[config.mk]
export PLATFORM = sky130hd
export DESIGN_NAME = reg_bank_top
export DESIGN_NICKNAME = d
export VERILOG_FILES = /design/src/design/bank_pkg.sv /design/src/design/inst_pkg.sv /design/src/design/reg_bank_top.sv /design/src/design/bank_ctrl_regs.sv /design/src/design/reg_bank.sv
export SDC_FILE = /design/constraint.sdc
export NUM_CORES = 1
export LEC_CHECK = 0
export ABC_AREA = 1
export CORE_MARGIN = 2
export CORE_UTILIZATION = 40
export DETAILED_ROUTE_END_ITERATION = 16
export DONT_BUFFER_PORTS = 1
export GPL_TIMING_DRIVEN = 0
export HOLD_SLACK_MARGIN = 0.1
export PLACE_DENSITY_LB_ADDON = 0.15
export SLEW_MARGIN = 20
export SYNTH_ARGS = -nofsm -noshare
export SYNTH_HDL_FRONTEND = slang
export SYNTH_SLANG_ARGS = --single-unit
[constraint.sdc]
create_clock -name clock -period 1.5 [get_ports clock]
set_input_delay 0.3 -clock clock [delete_from_list [all_inputs] [get_ports clock]]
set_output_delay 0.3 -clock clock [all_outputs]
set_load 0.01 [all_outputs]
[src/design/bank_pkg.sv]
`default_nettype none

package bank_pkg;

   localparam int NUM_REGS = 8;

   typedef enum logic [1:0] {
      INIT  = 2'd0,
      READY = 2'd1,
      ERROR = 2'd2   // sticky until reset
   } bank_state_t;

   typedef logic [7:0]          reg_data_t;
   typedef logic [2:0]          reg_index_t;
   typedef logic [NUM_REGS-1:0] lock_mask_t;   // set bit locks that register

   typedef struct packed {
      logic       ready;
      logic       error;
      reg_index_t out_select;
   } bank_status_t;

   typedef struct packed {
      logic accepted;   // legal instruction executed
      logic blocked;    // load refused by lock
   } bank_event_t;

   typedef logic [1:0]  cfg_addr_t;
   typedef logic [15:0] cfg_data_t;

   // config register map
   localparam cfg_addr_t CFG_LOCK    = 2'd0;
   localparam cfg_addr_t CFG_EXEC    = 2'd1;
   localparam cfg_addr_t CFG_BLOCKED = 2'd2;
   localparam cfg_addr_t CFG_STATUS  = 2'd3;

   typedef struct packed {
      logic      write;
      cfg_addr_t addr;
      cfg_data_t wdata;
   } cfg_req_t;

endpackage

`default_nettype wire

[src/design/inst_pkg.sv]
`default_nettype none

package inst_pkg;

   // 4-bit instruction codes, 10 to 15 are illegal
   typedef enum logic [3:0] {
      NOP = 4'h0,
      RDO = 4'h1,   // select output register
      LD0 = 4'h2,
      LD1 = 4'h3,
      LD2 = 4'h4,
      LD3 = 4'h5,
      LD4 = 4'h6,
      LD5 = 4'h7,
      LD6 = 4'h8,
      LD7 = 4'h9
   } opcode_t;

   typedef logic [7:0] imm_t;

   typedef struct packed {
      opcode_t opcode;   // bits 11:8
      imm_t    imm;      // bits 7:0, low 3 bits select for RDO
   } inst_word_t;

   function automatic logic is_legal(opcode_t op);
      return op <= LD7;
   endfunction

   function automatic logic is_load(opcode_t op);
      return op inside {[LD0:LD7]};
   endfunction

   // register number targeted by LDn
   function automatic logic [2:0] load_index(opcode_t op);
      return 3'(op - LD0);
   endfunction

endpackage

`default_nettype wire
[src/design/reg_bank_top.sv]
`timescale 1ns/1ps
`default_nettype none

module reg_bank_top
   import inst_pkg::*;
   import bank_pkg::*;
#(
   parameter int COUNT_WIDTH = 16
)
(
   input  wire logic       clock,
   input  wire logic       reset,
   input  wire inst_word_t inst,
   input  wire logic       inst_en,
   input  wire cfg_req_t   cfg,
   input  wire cfg_addr_t  cfg_rd_addr,
   output wire cfg_data_t  cfg_rdata,
   output wire reg_data_t  out,
   output wire logic       ready,
   output wire logic       error
);

   wire bank_status_t status;
   wire bank_event_t  evt;
   wire lock_mask_t   lock_mask;

   reg_bank reg_bank_inst (
      .clock     (clock),
      .reset     (reset),
      .inst      (inst),
      .inst_en   (inst_en),
      .lock_mask (lock_mask),
      .out       (out),
      .status    (status),
      .evt       (evt)
   );

   bank_ctrl_regs #(
      .COUNT_WIDTH (COUNT_WIDTH)
   ) bank_ctrl_regs_inst (
      .clock       (clock),
      .reset       (reset),
      .cfg         (cfg),
      .cfg_rd_addr (cfg_rd_addr),
      .status      (status),
      .evt         (evt),
      .lock_mask   (lock_mask),
      .cfg_rdata   (cfg_rdata)
   );

   assign ready = status.ready;
   assign error = status.error;

endmodule

`default_nettype wire

[src/design/bank_ctrl_regs.sv]
`timescale 1ns/1ps
`default_nettype none

module bank_ctrl_regs
   import bank_pkg::*;
#(
   parameter int COUNT_WIDTH = 16
)
(
   input  wire logic         clock,
   input  wire logic         reset,
   input  wire cfg_req_t     cfg,
   input  wire cfg_addr_t    cfg_rd_addr,
   input  wire bank_status_t status,
   input  wire bank_event_t  evt,
   output lock_mask_t        lock_mask,
   output cfg_data_t         cfg_rdata
);

   typedef logic [COUNT_WIDTH-1:0] count_t;

   count_t exec_count;
   count_t blocked_count;

   logic wr_lock;
   logic clr_exec;
   logic clr_blocked;

   // clear beats a same-cycle increment and counters wrap
   function automatic count_t count_next(count_t count, logic clear, logic incr);
      if (clear) begin
         return '0;
      end
      return incr ? count + 1'b1 : count;
   endfunction

   assign wr_lock     = cfg.write && (cfg.addr == CFG_LOCK);
   assign clr_exec    = cfg.write && (cfg.addr == CFG_EXEC);
   assign clr_blocked = cfg.write && (cfg.addr == CFG_BLOCKED);

   always_ff @(posedge clock) begin
      if (reset) begin
         lock_mask <= '0;
      end else if (wr_lock) begin
         lock_mask <= cfg.wdata[$bits(lock_mask_t)-1:0];
      end
   end

   always_ff @(posedge clock) begin
      if (reset) begin
         exec_count    <= '0;
         blocked_count <= '0;
      end else begin
         exec_count    <= count_next(exec_count, clr_exec, evt.accepted);
         blocked_count <= count_next(blocked_count, clr_blocked, evt.blocked);
      end
   end

   always_comb begin
      cfg_rdata = '0;
      case (cfg_rd_addr)
         CFG_LOCK: begin
            cfg_rdata[$bits(lock_mask_t)-1:0] = lock_mask;
         end
         CFG_EXEC: begin
            cfg_rdata = cfg_data_t'(exec_count);   // zero-extended
         end
         CFG_BLOCKED: begin
            cfg_rdata = cfg_data_t'(blocked_count);
         end
         CFG_STATUS: begin
            cfg_rdata[0]   = status.ready;
            cfg_rdata[1]   = status.error;
            cfg_rdata[4:2] = status.out_select;
         end
         default: begin
            cfg_rdata = '0;
         end
      endcase
   end

   a_count_width: assert property (
      @(posedge clock) COUNT_WIDTH inside {[4:16]}
   );

endmodule

`default_nettype wire

[src/design/reg_bank.sv]
`timescale 1ns/1ps
`default_nettype none

module reg_bank
   import inst_pkg::*;
   import bank_pkg::*;
(
   input  wire logic       clock,
   input  wire logic       reset,
   input  wire inst_word_t inst,
   input  wire logic       inst_en,
   input  wire lock_mask_t lock_mask,
   output reg_data_t       out,
   output bank_status_t    status,
   output bank_event_t     evt
);

   bank_state_t state;
   reg_data_t   regs [NUM_REGS];
   reg_index_t  out_select;

   logic       take;
   logic       legal;
   logic       load;
   reg_index_t ld_idx;
   logic       ld_locked;
   logic       clear_all;

   // instructions only count in READY
   assign take      = inst_en && (state == READY);
   assign legal     = is_legal(inst.opcode);
   assign load      = is_load(inst.opcode);
   assign ld_idx    = load_index(inst.opcode);
   assign ld_locked = lock_mask[ld_idx];
   assign clear_all = take && !legal;

   always_ff @(posedge clock) begin
      if (reset) begin
         state <= INIT;
      end else begin
         case (state)
            INIT: begin
               state <= READY;
            end
            READY: begin
               if (clear_all) begin
                  state <= ERROR;
               end
            end
            ERROR: begin
               state <= ERROR;   // only reset leaves
            end
            default: begin
               state <= ERROR;
            end
         endcase
      end
   end

   // register file and output selection
   always_ff @(posedge clock) begin
      if (reset || clear_all) begin
         regs       <= '{default: '0};
         out_select <= '0;
      end else if (take) begin
         if (inst.opcode == RDO) begin
            out_select <= inst.imm[2:0];
         end
         if (load && !ld_locked) begin
            regs[ld_idx] <= inst.imm;
         end
      end
   end

   // one-cycle pulses for the counters
   always_ff @(posedge clock) begin
      if (reset) begin
         evt <= '0;
      end else begin
         evt.accepted <= take && legal;
         evt.blocked  <= take && load && ld_locked;
      end
   end

   assign out = regs[out_select];

   always_comb begin
      status.ready      = (state == READY);
      status.error      = (state == ERROR);
      status.out_select = out_select;
   end

   // regs are wiped on the way into ERROR
   a_error_out_zero: assert property (
      @(posedge clock) disable iff (reset)
      state == ERROR |-> out == '0
   );

   a_blocked_accepted: assert property (
      @(posedge clock) disable iff (reset)
      evt.blocked |-> evt.accepted
   );

   a_state_known: assert property (
      @(posedge clock) disable iff (reset)
      state inside {INIT, READY, ERROR}
   );

endmodule

`default_nettype wire

==> impl_metrics.toml <==
[pwr]
total_power_mw = 6.42
power_density_nw_per_um2 = 777
cellLeakagePower_nw = 3.48
vdd_drop_max_uv = 580

[finish]
num-nets-final = 1100
fillers = 1438
diodes = 0
fin_util = 0.544
stdcell_count = 1241
drive_above_1_share = 0.227
design_area_um2 = 8260
syn2layout_area_growth_pct = 32.5

[setup_path]
cp_max_fo = 6
r2r-start = "reg_bank_inst.state[1]$_SDFFE_PP0P_"
crit_type = "reg -> out"
worstSetupStartpoint = "reg_bank_inst.out_select[1]$_SDFFE_PP0P_"
start_kind = "register"
cp-end-kind = "primary output"
required_ns = 1.20
crit_arrival_ns = 1.57

[placed_design]
place_hpwl_um = 12700
gp_congestion = 0.847
portBuffers = 0
pre_cts_ws_ns = -0.486
placed_area_um2 = 6530
dpl.cell_count = 1180

[logic_synthesis]
ys_seq_elements = 111
yosysSeqAreaShare = 0.356
synth_warnings = 0
synthTopCellsByArea = "dfxtp_1, nand2_1, inv_1"
synth_nets = 1041
synth_cell_types = 30
synth.avg_cell_area_um2 = 6.29
netlist_instances = 992
yosysMostFrequentCell = "nand2_1"
yosys.area.top_type = "dfxtp_1"
synthTopCellsByCount = "nand2_1, inv_1, nor2_1"
yosys_most_used_dff = "dfxtp_1"
syn_area_um2 = 6240
post-synth-top-area-fraction = 0.356
synthArstFlopShare = 0
synth-edff-count = 0

[global_routing]
grt_antenna_before_repair = 0
overflow = 0
grt_max_degree = 16
grt_pass1_wl_um = 29700
grt_pass1_vias = 5754
grt_usage = 0.231

[sta]
fin_skew_ns = 0.0104
drv_slew = 0
slew_headroom = 0.438
tns_ns = -11.66
holdWs_ns = 0.133
tightest_slew_ns = 0.840
finalWorstSetupSlack_ns = -0.372
setup_viol = 75
grt_setup_unrepaired = "true"
hold_viol = 0
layout_min_cycle_time_ns = 1.87
timing.fmax_ghz = 0.534
post-route-period-util = 1.25

[hold_path]
holdCritPathClass = "in -> reg"
hp-start = "cfg[2]"

[floorplan]
die-area_um2 = 16600
chipWidth_um = 129
die_y_um = 129
core-area_um2 = 15200
rows = 45
start_util = 0.410
ios = 62

[route]
drtIter0Drc = 462
vias = 6285
routed_wirelength_um = 19200
wire_per_inst_um = 15.5
final_antenna_net_count = 0
drt-pass1-iter-count = 6
drc_errors = 0
vias_per_cell = 5.06

[clock_tree]
tritoncts.num_buffers = 9
clockBufferDepth = 2
clock-sinks = 111
clk_latency_ns = 0.36
root_buffer = "clkbuf_16"
cts_tree = "yes"
htreeDepth = 3
clk_pin_slew_ns = 0.07

[status]
run_status = "finished with violations"
violations = "setup timing"

[flow_run]
drv_cap = 0
## layout make-up
| class | count | area (µm²) | area share |
|---|---|---|---|
| buffer | 37 | 415 | 0.0503 |
| clock buffer | 11 | 233 | 0.0282 |
| clock inverter | 2 | 35.0 | 0.00424 |
| inverter | 210 | 833 | 0.101 |
| multi-input combinational | 629 | 3630 | 0.439 |
| sequential | 111 | 2250 | 0.272 |
| tap | 188 | 235 | 0.0285 |
| timing repair buffer | 52 | 622 | 0.0753 |
| timing repair inverter | 1 | 8.76 | 0.00106 |
## cell usage in the layout (no fill, tap or decap), drive strengths merged, types with 5 or more instances in the layout
cell type / count
nand4: 68
clkbuf: 26
nor2: 114
o21ai: 63
buf: 73
a31oi: 9
nand3: 27
nor3: 8
clkinv: 9
nand2: 233
dfxtp: 111
ha: 13
a221oi: 5
a21oi: 78
inv: 201
## routing by layer
| metal | vias to the layer above | track usage | part of all wire |
|---|---|---|---|
| li1 | 3248 | - | - |
| met4 | 0 | 0.0844 | 0.021 |
| met3 | 25 | 0.0403 | 0.054 |
| met2 | 160 | 0.354 | 0.45 |
| met5 | - | 0 | 0 |
| met1 | 2852 | 0.325 | 0.48 |
## cell families after synthesis
kind of cell | Yosys count | synth area share
AOI/OAI and AO/OA | 159 | 0.135
xor gates and xnor gates | 2 | 0.00281
adders and majority gates | 13 | 0.0261
buffers and inverters | 252 | 0.167
DFF | 111 | 0.356
and+or+nand+nor | 455 | 0.312
## what timing repair did
action	CTS	global route
cloned	9	2
buffers inserted	20	27
gates resized for setup	147	141
hold buffers	1	0
setup endpoints to repair	94	103
hold endpoints to repair	4	0
pin swaps	34	66
## worst paths after layout
path	endpoint	slack [ns]	depth (start not counted)
min	bank_ctrl_regs_inst.lock_mask[2]$_SDFFE_PP0P_	0.13	2
max reg2reg	reg_bank_inst.regs[24]$_SDFFE_PP0P_	-0.21	12
max	out[1]	-0.37	7
min reg2reg	reg_bank_inst.state[0]$_SDFFE_PP0P_	0.45	1
## flip-flops by register name, indices dropped and copies added (netlist names)
| signal | count |
|---|---|
| bank_ctrl_regs_inst.exec_count | 16 |
| reg_bank_inst.regs | 64 |
| reg_bank_inst.evt | 2 |
| reg_bank_inst.out_select | 3 |
| bank_ctrl_regs_inst.lock_mask | 8 |
| bank_ctrl_regs_inst.blocked_count | 16 |
| reg_bank_inst.state | 2 |
## worst max-delay path: stages (launching register included)
cell     delay, ns
dfxtp_4       0.42
buf_4         0.15
inv_6         0.04
a21oi_1       0.10
o21ai_0       0.10
nand2_1       0.15
nor2_4        0.06
a31oi_4       0.17
## report_power, final
| part | internal, mW | leakage (nW) | switching (mW) |
|---|---|---|---|
| combinational | 0.419 | 2.44 | 0.633 |
| sequential | 2.97 | 0.903 | 0.0235 |
| clock | 1.27 | 0.131 | 1.11 |
Note: power is estimated with default switching activity, not from simulation.
